File: config.mk
export PLATFORM = sky130hd
export DESIGN_NAME = msr_unit
export DESIGN_NICKNAME = d
export VERILOG_FILES = /design/src/hw/msr_pkg.sv /design/src/hw/msr_unit.sv /design/src/hw/msr_rdata_sel.sv /design/src/hw/msr_exc_regs.sv /design/src/hw/msr_psr.sv /design/src/hw/msr_ctrl.sv
export SDC_FILE = /design/constraint.sdc
export NUM_CORES = 1
export LEC_CHECK = 0
export BUFFER_PORTS_ARGS = -buffer_cell sky130_fd_sc_hd__buf_4
export CELL_PAD_IN_SITES_DETAIL_PLACEMENT = 0
export CELL_PAD_IN_SITES_GLOBAL_PLACEMENT = 1
export CORE_MARGIN = 5
export CORE_UTILIZATION = 38
export CTS_CLUSTER_DIAMETER = 50
export DETAILED_ROUTE_END_ITERATION = 8
export GPL_TIMING_DRIVEN = 0
export HOLD_SLACK_MARGIN = 0.02
export PLACE_DENSITY = 0.95
export SYNTH_ARGS = -nofsm -noshare
export SYNTH_HDL_FRONTEND = slang
export SYNTH_HIERARCHICAL = 1
export SYNTH_SLANG_ARGS = --single-unit
File: constraint.sdc
create_clock -name clk -period 5.4 [get_ports clk]
set_input_delay 1.08 -clock clk [delete_from_list [all_inputs] [get_ports clk]]
set_output_delay 1.08 -clock clk [all_outputs]
set_load 0.005 [all_outputs]
File: src/hw/msr_pkg.sv
// Shared types and constants for the machine-special-register unit
// Register index comes from paddr[4:2]; other address bits are ignored
// PSR image is 10 bits wide with flags in bits 7..4 and zeros elsewhere
// Exception events are one-cycle pulses with no handshake

`default_nettype none

package msr_pkg;

   // Data word for APB data and the 32-bit registers
   typedef logic [31:0] word_t;

   // PSR image with flags in bits 7..4
   typedef logic [9:0] psr_t;

   // Register index from paddr[4:2]
   typedef logic [2:0] msr_idx_t;

   // Register map
   localparam msr_idx_t MSR_PSR    = 3'd0;
   localparam msr_idx_t MSR_CPUID  = 3'd1;
   localparam msr_idx_t MSR_EPSR   = 3'd2;
   localparam msr_idx_t MSR_EPC    = 3'd3;
   localparam msr_idx_t MSR_ELSA   = 3'd4;
   localparam msr_idx_t MSR_COREID = 3'd5;

   // PSR flag positions
   localparam logic [3:0] PSR_RM_BIT   = 4'd4;
   localparam logic [3:0] PSR_IRE_BIT  = 4'd5;
   localparam logic [3:0] PSR_IMME_BIT = 4'd6;
   localparam logic [3:0] PSR_DMME_BIT = 4'd7;

   // Exception event from the pipeline
   typedef struct packed {
      logic  ent;
      logic  ret;
      word_t pc;
      word_t lsa;
   } exc_evt_t;

   // One write into the register file
   typedef struct packed {
      logic  psr_we;
      logic  epsr_we;
      logic  epc_we;
      logic  elsa_we;
      word_t wdata;
   } msr_wr_t;

   // APB phase seen at the previous edge
   typedef enum logic [1:0] {
      IDLE,
      SETUP,
      ACCESS
   } apb_st_t;

endpackage

`default_nettype wire
File: src/hw/msr_unit.sv
// MSR unit top level
// APB slave for register access, one-cycle event pulses from the pipeline
// Identity values are set here and passed to the read mux
// psr and epc are live register outputs for the pipeline

`default_nettype none

module msr_unit #(
   parameter logic [7:0]  CPUID_VER  = 8'd1,
   parameter logic [9:0]  CPUID_REV  = 10'd0,
   parameter logic [7:0]  CPUID_FEAT = 8'h00,
   parameter logic [31:0] CORE_ID    = 32'd0
) (
   input  wire logic               clk,
   input  wire logic               rst,
   // APB slave
   input  wire logic               psel,
   input  wire logic               penable,
   input  wire logic               pwrite,
   input  wire msr_pkg::word_t     paddr,
   input  wire msr_pkg::word_t     pwdata,
   output msr_pkg::word_t          prdata,
   output logic                    pready,
   output logic                    pslverr,
   // Pipeline side
   input  wire msr_pkg::exc_evt_t  evt,
   output msr_pkg::psr_t           psr,
   output msr_pkg::word_t          epc
);

   import msr_pkg::*;

   logic     exc_ent;
   logic     exc_ret;
   msr_wr_t  wr;
   msr_idx_t rd_idx;
   psr_t     epsr;
   word_t    elsa;

   msr_ctrl u_ctrl (
      .clk     (clk),
      .rst     (rst),
      .psel    (psel),
      .penable (penable),
      .pwrite  (pwrite),
      .paddr   (paddr),
      .pwdata  (pwdata),
      .evt     (evt),
      .pready  (pready),
      .pslverr (pslverr),
      .exc_ent (exc_ent),
      .exc_ret (exc_ret),
      .wr      (wr),
      .rd_idx  (rd_idx)
   );

   msr_psr u_psr (
      .clk     (clk),
      .rst     (rst),
      .exc_ent (exc_ent),
      .exc_ret (exc_ret),
      .wr      (wr),
      .epsr    (epsr),
      .psr     (psr)
   );

   // Event payload goes straight to the save registers
   msr_exc_regs u_exc_regs (
      .clk     (clk),
      .rst     (rst),
      .exc_ent (exc_ent),
      .evt_pc  (evt.pc),
      .evt_lsa (evt.lsa),
      .psr     (psr),
      .wr      (wr),
      .epsr    (epsr),
      .epc     (epc),
      .elsa    (elsa)
   );

   msr_rdata_sel #(
      .CPUID_VER  (CPUID_VER),
      .CPUID_REV  (CPUID_REV),
      .CPUID_FEAT (CPUID_FEAT),
      .CORE_ID    (CORE_ID)
   ) u_rdata_sel (
      .rd_idx (rd_idx),
      .psr    (psr),
      .epsr   (epsr),
      .epc    (epc),
      .elsa   (elsa),
      .prdata (prdata)
   );

endmodule

`default_nettype wire

File: src/hw/msr_rdata_sel.sv
// APB read mux and identity words
// CPUID packs version [7:0], revision [17:8], features [25:18]
// Unmapped indices read zero

`default_nettype none

module msr_rdata_sel #(
   parameter logic [7:0]  CPUID_VER  = 8'd1,
   parameter logic [9:0]  CPUID_REV  = 10'd0,
   parameter logic [7:0]  CPUID_FEAT = 8'h00,
   parameter logic [31:0] CORE_ID    = 32'd0
) (
   input  wire msr_pkg::msr_idx_t rd_idx,
   input  wire msr_pkg::psr_t     psr,
   input  wire msr_pkg::psr_t     epsr,
   input  wire msr_pkg::word_t    epc,
   input  wire msr_pkg::word_t    elsa,
   output msr_pkg::word_t         prdata
);

   import msr_pkg::*;

   localparam int PSR_PAD = $bits(word_t) - $bits(psr_t);

   word_t cpuid;
   word_t coreid;

   // Identity words, constant per build
   assign cpuid  = {6'b0, CPUID_FEAT, CPUID_REV, CPUID_VER};
   assign coreid = CORE_ID;

   always_comb begin
      case (rd_idx)
         MSR_PSR:    prdata = {{PSR_PAD{1'b0}}, psr};
         MSR_CPUID:  prdata = cpuid;
         MSR_EPSR:   prdata = {{PSR_PAD{1'b0}}, epsr};
         MSR_EPC:    prdata = epc;
         MSR_ELSA:   prdata = elsa;
         MSR_COREID: prdata = coreid;
         // Indices 6 and 7
         default:    prdata = '0;
      endcase
   end

endmodule

`default_nettype wire

File: src/hw/msr_exc_regs.sv
// EPSR, EPC and ELSA
// Entry captures PSR, event pc and lsa in one edge
// APB writes to EPSR keep only the four flag bits

`default_nettype none

module msr_exc_regs (
   input  wire logic              clk,
   input  wire logic              rst,
   input  wire logic              exc_ent,
   input  wire msr_pkg::word_t    evt_pc,
   input  wire msr_pkg::word_t    evt_lsa,
   input  wire msr_pkg::psr_t     psr,
   input  wire msr_pkg::msr_wr_t  wr,
   output msr_pkg::psr_t          epsr,
   output msr_pkg::word_t         epc,
   output msr_pkg::word_t         elsa
);

   import msr_pkg::*;

   psr_t epsr_wdata;

   // Flag bits of the write data
   always_comb begin
      epsr_wdata               = '0;
      epsr_wdata[PSR_RM_BIT]   = wr.wdata[PSR_RM_BIT];
      epsr_wdata[PSR_IRE_BIT]  = wr.wdata[PSR_IRE_BIT];
      epsr_wdata[PSR_IMME_BIT] = wr.wdata[PSR_IMME_BIT];
      epsr_wdata[PSR_DMME_BIT] = wr.wdata[PSR_DMME_BIT];
   end

   always_ff @(posedge clk) begin
      if (rst) begin
         epsr <= '0;
         epc  <= '0;
         elsa <= '0;
      end else if (exc_ent) begin
         // Save state at exception entry
         epsr <= psr;
         epc  <= evt_pc;
         elsa <= evt_lsa;
      end else begin
         if (wr.epsr_we) begin
            epsr <= epsr_wdata;
         end
         if (wr.epc_we) begin
            epc <= wr.wdata;
         end
         if (wr.elsa_we) begin
            elsa <= wr.wdata;
         end
      end
   end

endmodule

`default_nettype wire

File: src/hw/msr_psr.sv
// PSR flag registers
// Reset leaves only rm set
// Priority is entry, then return, then APB write

`default_nettype none

module msr_psr (
   input  wire logic              clk,
   input  wire logic              rst,
   input  wire logic              exc_ent,
   input  wire logic              exc_ret,
   input  wire msr_pkg::msr_wr_t  wr,
   input  wire msr_pkg::psr_t     epsr,
   output msr_pkg::psr_t          psr
);

   import msr_pkg::*;

   logic rm;
   logic ire;
   logic imme;
   logic dmme;

   always_ff @(posedge clk) begin
      if (rst) begin
         rm   <= 1'b1;
         ire  <= 1'b0;
         imme <= 1'b0;
         dmme <= 1'b0;
      end else if (exc_ent) begin
         // Enter real mode, IRQs and MMUs off
         rm   <= 1'b1;
         ire  <= 1'b0;
         imme <= 1'b0;
         dmme <= 1'b0;
      end else if (exc_ret) begin
         // Restore saved flags
         rm   <= epsr[PSR_RM_BIT];
         ire  <= epsr[PSR_IRE_BIT];
         imme <= epsr[PSR_IMME_BIT];
         dmme <= epsr[PSR_DMME_BIT];
      end else if (wr.psr_we) begin
         rm   <= wr.wdata[PSR_RM_BIT];
         ire  <= wr.wdata[PSR_IRE_BIT];
         imme <= wr.wdata[PSR_IMME_BIT];
         dmme <= wr.wdata[PSR_DMME_BIT];
      end
   end

   // Pack image, unused bits zero
   always_comb begin
      psr               = '0;
      psr[PSR_RM_BIT]   = rm;
      psr[PSR_IRE_BIT]  = ire;
      psr[PSR_IMME_BIT] = imme;
      psr[PSR_DMME_BIT] = dmme;
   end

endmodule

`default_nettype wire

File: src/hw/msr_ctrl.sv
// APB slave control for the MSR unit
// Two-cycle transfers; pready drops for one cycle if an event coincides
// with ACCESS, so register writes never race an exception update
// pslverr on writes to CPUID/COREID and on any index above 5
// Entry wins when ent and ret arrive together

`default_nettype none

module msr_ctrl (
   input  wire logic               clk,
   input  wire logic               rst,
   input  wire logic               psel,
   input  wire logic               penable,
   input  wire logic               pwrite,
   input  wire msr_pkg::word_t     paddr,
   input  wire msr_pkg::word_t     pwdata,
   input  wire msr_pkg::exc_evt_t  evt,
   output logic                    pready,
   output logic                    pslverr,
   output logic                    exc_ent,
   output logic                    exc_ret,
   output msr_pkg::msr_wr_t        wr,
   output msr_pkg::msr_idx_t       rd_idx
);

   import msr_pkg::*;

   apb_st_t  st;
   apb_st_t  st_nxt;
   msr_idx_t idx;
   logic     access;
   logic     evt_any;
   logic     ro_hit;
   logic     unmapped;
   logic     err;
   logic     wr_ok;

   // Word index within the register window
   assign idx    = paddr[4:2];
   assign rd_idx = idx;

   // Cleaned event strobes
   assign exc_ent = evt.ent;
   assign exc_ret = evt.ret & ~evt.ent;
   assign evt_any = evt.ent | evt.ret;

   // Access phase only counts after a setup or a stalled access
   assign access = psel & penable & ((st == SETUP) || (st == ACCESS));

   // Back-pressure while an event is being applied
   assign pready = access & ~evt_any;

   // Error decode
   assign unmapped = (idx > MSR_COREID);
   assign ro_hit   = pwrite & ((idx == MSR_CPUID) || (idx == MSR_COREID));
   assign err      = unmapped | ro_hit;
   assign pslverr  = pready & err;

   // Legal write completing this cycle
   assign wr_ok = pready & pwrite & ~err;

   // Write strobes, one at most
   always_comb begin
      wr         = '0;
      wr.wdata   = pwdata;
      wr.psr_we  = wr_ok & (idx == MSR_PSR);
      wr.epsr_we = wr_ok & (idx == MSR_EPSR);
      wr.epc_we  = wr_ok & (idx == MSR_EPC);
      wr.elsa_we = wr_ok & (idx == MSR_ELSA);
   end

   // Phase tracking
   always_comb begin
      if (psel && !penable) begin
         st_nxt = SETUP;
      end else if (access && !pready) begin
         // Stalled access, stay in ACCESS
         st_nxt = ACCESS;
      end else begin
         st_nxt = IDLE;
      end
   end

   always_ff @(posedge clk) begin
      if (rst) begin
         st <= IDLE;
      end else begin
         st <= st_nxt;
      end
   end

endmodule

`default_nettype wire

* After elaboration in Yosys (flattened, before gate mapping)
Cells that the tools add are included.
** Operators by class
- Magnitude comparators :: 1
- Equality and inequality tests :: 7
- Reduce and logical (&&, ||, !) cells :: 13
- Multiplexer cells :: 17
- Bitwise logic cells :: 17
** Operator list (number)
- 32-bit one-hot mux with 5 select lines :: 1
- 32-bit 2-to-1 mux :: 4
- 8-bit 2-to-1 mux :: 2
- 1-bit bitwise AND :: 12
- 1-bit 2-to-1 mux :: 9
- 2-bit nonzero test :: 4
- 3-bit by 2-bit == test with 1-bit output, second input constant :: 2
- 3-bit == test, second input constant :: 2
- 2-bit OR reduction :: 2
- 3-bit by 1-bit == test with 1-bit output, second input constant :: 1
- 3-bit > comparator, second input constant :: 1
- 3-bit logical NOT :: 1
- 1-bit NOT :: 3
- 2-bit by 1-bit == test with 1-bit output, second input constant :: 1
- 2-bit == test, second input constant :: 1
- 1-bit logical AND :: 2
- 1-bit logical NOT :: 2
- 1-bit logical OR :: 2
- 2-bit 2-to-1 mux :: 1
- 1-bit OR :: 2
** Word-level totals
- Output and inout bits :: 76
- Logic and storage cells :: 64
- Bits in registers :: 74

* Depth between registers and ports, before layout
- Depth in word-level cells :: 9
- Gate-level depth with buffers :: 7
- Mapped depth without buffers :: 4

* By module
Netlist, hierarchy kept.
** By module, submodules not included
- msr_exc_regs :: area an instance 3433.3 um^2, cells each 330, seq. area each 1481.4 um^2, instances 1
- msr_rdata_sel :: area an instance 561.8 um^2, cells each 70, seq. area each 0.0 um^2, instances 1
- msr_ctrl :: area an instance 470.5 um^2, cells each 57, seq. area each 40.0 um^2, instances 1
- msr_psr :: area an instance 274.0 um^2, cells each 29, seq. area each 80.1 um^2, instances 1

* Worst setup path before layout
No wires, ideal clock.
- Path kind :: input -> output
- Start :: input paddr[3]
- End :: output prdata[10]
- Cell stages on the path :: 7
- Required time :: 4.320 ns
- Setup slack :: 2.262 ns
- Arrival :: 2.058 ns
- Cell sequence :: buf_4 buf_6 nor2b_4 buf_6 and2_4 buf_6 a22o_1
** On the way
- Longest elaborated chain between the ends :: 2
** Ends and longest elaborated chain
- from (decl) :: line msr_unit.sv:20 : input wire msr_pkg::word_t paddr,
- 3-bit == test, or another cell as far along :: line msr_rdata_sel.sv:33 : case (rd_idx)
- 32-bit one-hot mux with 5 select lines (*) :: line msr_rdata_sel.sv:33
- to (decl) :: line msr_unit.sv:22 : output msr_pkg::word_t prdata,
Mark *: on every way between the ends. The rest lies on a longest branch, timed or not.

* Final worst setup path
- Start :: input paddr[3]
- End :: output prdata[3]
The elaborated chain is that of the path after synthesis.

==> impl_metrics.csv <==
group,metric,value,unit
critical_path,ff2ff_setup_slack,3.39,ns
clock_network,cts_made_buffers,9,
place,place_inst,802,
floorplanning,initial_utilization,39.1,%
logic_synthesis,yosysSeqAreaShare,33.8,%
drt,firstDrtPassIters,4,
pwr,ir_drop,0.173,mV
critical_path,crit-reg2reg-launch,"u_ctrl/st[0]",
floorplanning,core_area,12100,µm²
logic_synthesis,synth_area_per_cell,9.75,µm²
floorplanning,fp.dieH,122,µm
pwr,leakage,2.58,nW
clock_network,cts_root_buf,"clkbuf_16",
critical_path,startpoint_type,"input pin",
floorplanning,die_w,122,µm
hold_path,min_path_type,"reg2reg",
clock_network,clockBufferDepth,2,
critical_path,reg2reg_to,"u_psr/dmme",
timing,rsz0062_at_grt,"false",
logic_synthesis,synthDistinctLibCells,36,
global_routing,grt_util_all_layers,21.5,%
logic_synthesis,synth-simple-area-share,15.9,%
critical_path,crit_path_max_incr_delay,0.35,ns
critical_path,path_buf_inv,5,
clock_network,post_cts_buffers,0,
logic_synthesis,synth_xor_area_share,0.185,%
logic_synthesis,yosys_warnings,6,
status,status,"finished clean",
critical_path,critPathArrivalTime,2.57,ns
timing,layout_setup_ws,1.75,ns
critical_path,worstSetupPathType,"in2out",
timing,hold_violations,0,
global_routing,grt_pass1_wl,24600,µm
timing,slew_headroom,50.1,%
finish,finish.utilization,52.6,%
pwr,power.switching,0.395,mW
timing,fmax,274,MHz
pwr,p_per_area,254,nW/µm²
place,gp_congestion,0.855,
global_routing,grt_max_degree,13,
floorplanning,core.rowCount,40,
clock_network,insertion_delay,0.34,ns
logic_synthesis,synth_seq_cells,80,
finish,drive_above_1_share,36.9,%
hold_path,min_path_cells,2,
critical_path,critical-path-slowest-cell,"buf_2",
global_routing,overflow,0,
clock_network,cts_tree,"yes",
finish,n_antenna_cell,0,
logic_synthesis,synth_area,4740,µm²
place,io_buffer_count,143,
timing,maxSlewViolCount,0,
hold_path,min_to,"u_psr/rm",
drt,vias_per_cell,5.20,
logic_synthesis,postSynthCellCount,486,
clock_network,cts_resized,0,
clock_network,h-tree-depth,3,
critical_path,crit_family,"buffers and inverters",
critical_path,rr_worst_depth,4,
timing,worst_slew_pin_slew,0.746,ns
pwr,power_frac_clock,42.2,%
critical_path,end_kind,"primary output",
timing,fin_tns_setup,0,ns
floorplanning,ios,211,
timing,skew,0.00458,ns
floorplanning,die_area,14800,µm²
finish,layout_common_cells,"buf_4, dfxtp_1, mux2i_1",
pwr,internal_power,1.22,mW
timing,fin_crit,3.65,ns
pwr,switching_share,24.4,%
pwr,p_seq_share,40.5,%
critical_path,crit_chain,"buf_4 -> buf_4 -> buf_6 -> nor3b_2 -> buf_2 -> a32oi_1 -> o21ai_1 -> buf_4",
drt,drcViolationCount,0,
timing,setup_viol,0,
clock_network,clkSinkCount,80,
logic_synthesis,synth_mux_area_share,17.4,%
drt,ant_nets,0,
place,place_ws,1.79,ns
pwr,power.total,1.62,mW
place,place_hpwl,11800,µm
critical_path,cp_data_required_time,4.32,ns
finish,area_delta_synth_final,34.5,%
drt,routed_wl,15900,µm
logic_synthesis,synth_top_family_by_area,"compound AO/OA/AOI/OAI gates",
pwr,comb_power_share,17.3,%
clock_network,cts.clk_slew.worst_paths,0.06,ns
flow_run,cap_violations,0,
clock_network,hold_buffers,0,
finish,final_nets,780,
logic_synthesis,synth_compound_area_share,19.5,%
global_routing,antenna_found_initial,0,
timing,fin_crit_sh,67.6,%
drt,vias,4254,
drt,first_iter_violations,193,
finish,final_common_cell,"buf_4",
global_routing,grt_pass1_vias,4594,
critical_path,path_max_fanout,10,
hold_path,hp-start,"u_psr/rm",
drt,wl_per_cell,19.4,µm
logic_synthesis,yosys.area_share.adder,0,%
finish,fin_cells,818,
critical_path,crit_top_cell,"buf_4",
-- power by group through the flow --
stage	logic (mW)	clock network (mW)	registers [mW]
CTS	0.280	0.697	0.655
floorplan	0.148	0	0.662
global route	0.306	0.725	0.660
global placement	0.273	0	0.665
detailed placement	0.279	0	0.668
finish	0.280	0.684	0.655
-- metal layers --
| metal | GRT usage [%] | up-vias | share of wire, % |
|---|---|---|---|
| met5 | 0 | - | 0 |
| met4 | 6.93 | 0 | 1.7 |
| met3 | 6.59 | 22 | 8.4 |
| met2 | 36.2 | 166 | 48 |
| met1 | 26.1 | 2014 | 42 |
| li1 | - | 2052 | - |
-- cells in the mapped netlist --
cell type / n / share of area [%]
nor2b_4: 1 / 0.29
nand3b_1: 2 / 0.32
buf_1: 2 / 0.16
buf_4: 48 / 7.6
o21ai_1: 8 / 0.84
clkbuf_1: 18 / 1.4
buf_6: 13 / 3.1
nor4b_1: 3 / 0.55
or4b_4: 1 / 0.29
or3b_1: 7 / 1.3
a22o_1: 22 / 4.1
nand4bb_1: 1 / 0.24
a21oi_2: 6 / 1.1
dfxtp_1: 80 / 34
o211a_1: 3 / 0.63
or2_0: 1 / 0.13
a21o_1: 1 / 0.16
conb_1: 1 / 0.079
mux2_1: 3 / 0.71
nor4b_2: 3 / 0.95
mux2i_1: 79 / 17
nand2b_1: 4 / 0.53
buf_2: 8 / 0.84
xnor2_1: 1 / 0.18
nand2_1: 7 / 0.55
nor2_1: 5 / 0.40
nand3_1: 4 / 0.42
a32oi_1: 8 / 1.5
inv_2: 1 / 0.079
a211oi_1: 70 / 11
or2_1: 1 / 0.13
nor3b_2: 1 / 0.26
and2_4: 1 / 0.18
a21oi_1: 1 / 0.11
nor2b_1: 69 / 9.1
nor3_1: 2 / 0.21
-- cells by family (layout without fill, tap and decap cells) --
kind of cell           count (synthesis)  count (layout)
AO/OA/AOI/OAI                        119             119
XOR/XNOR                               1               1
buffers and inverters                 90             249
flip-flops                            80              80
multiplexers                          82              82
other                                  1               6
AND/OR/NAND/NOR                      113             113
-- state kept, by name (all words and copies together) (netlist names) --
register,flops
u_exc_regs/epsr,10
u_exc_regs/epc,32
u_exc_regs/elsa,32
u_psr/rm,1
u_ctrl/st,2
u_psr/imme,1
u_psr/ire,1
u_psr/dmme,1
-- cell type report --
class                   count  area (µm²)
plain buffers              89         622
clock buffers              14         274
clock inverters             2        60.1
fillers                  1144        5740
inverters                   1        3.75
multi-input cells         321        2530
flip-flops and latches     80        1600
well taps                 168         210
repair buffers            143        1070
-- worst max-delay path by stage --
stage | start | to | cells past startpoint
finish | paddr[3] | prdata[3] | 8
global placement | paddr[3] | prdata[9] | 8
global route | paddr[3] | prdata[3] | 8
CTS | paddr[3] | prdata[9] | 8
detailed placement | paddr[3] | prdata[9] | 8
floorplan | paddr[3] | prdata[10] | 7
-- stage by stage --
step,hold WS [ns],instance area (µm²)
2_1_floorplan,0.494,4760
3_3_place_gp,0.518,6040
3_5_place_dp,0.544,6040
4_1_cts,0.559,6380
5_1_grt,0.583,6380
6_report,0.560,6380
-- worst register-to-register path: cells and delay by family, from the launching register on --
| kind | cells | cell delay [ns] |
|---|---|---|
| compound gates | 1 | 0.20 |
| simple gates | 1 | 0.75 |
| mux | 1 | 0.40 |
| xor+xnor | 1 | 0.26 |
| flops | 1 | 0.31 |
Note: power is estimated with default switching activity, not from simulation.
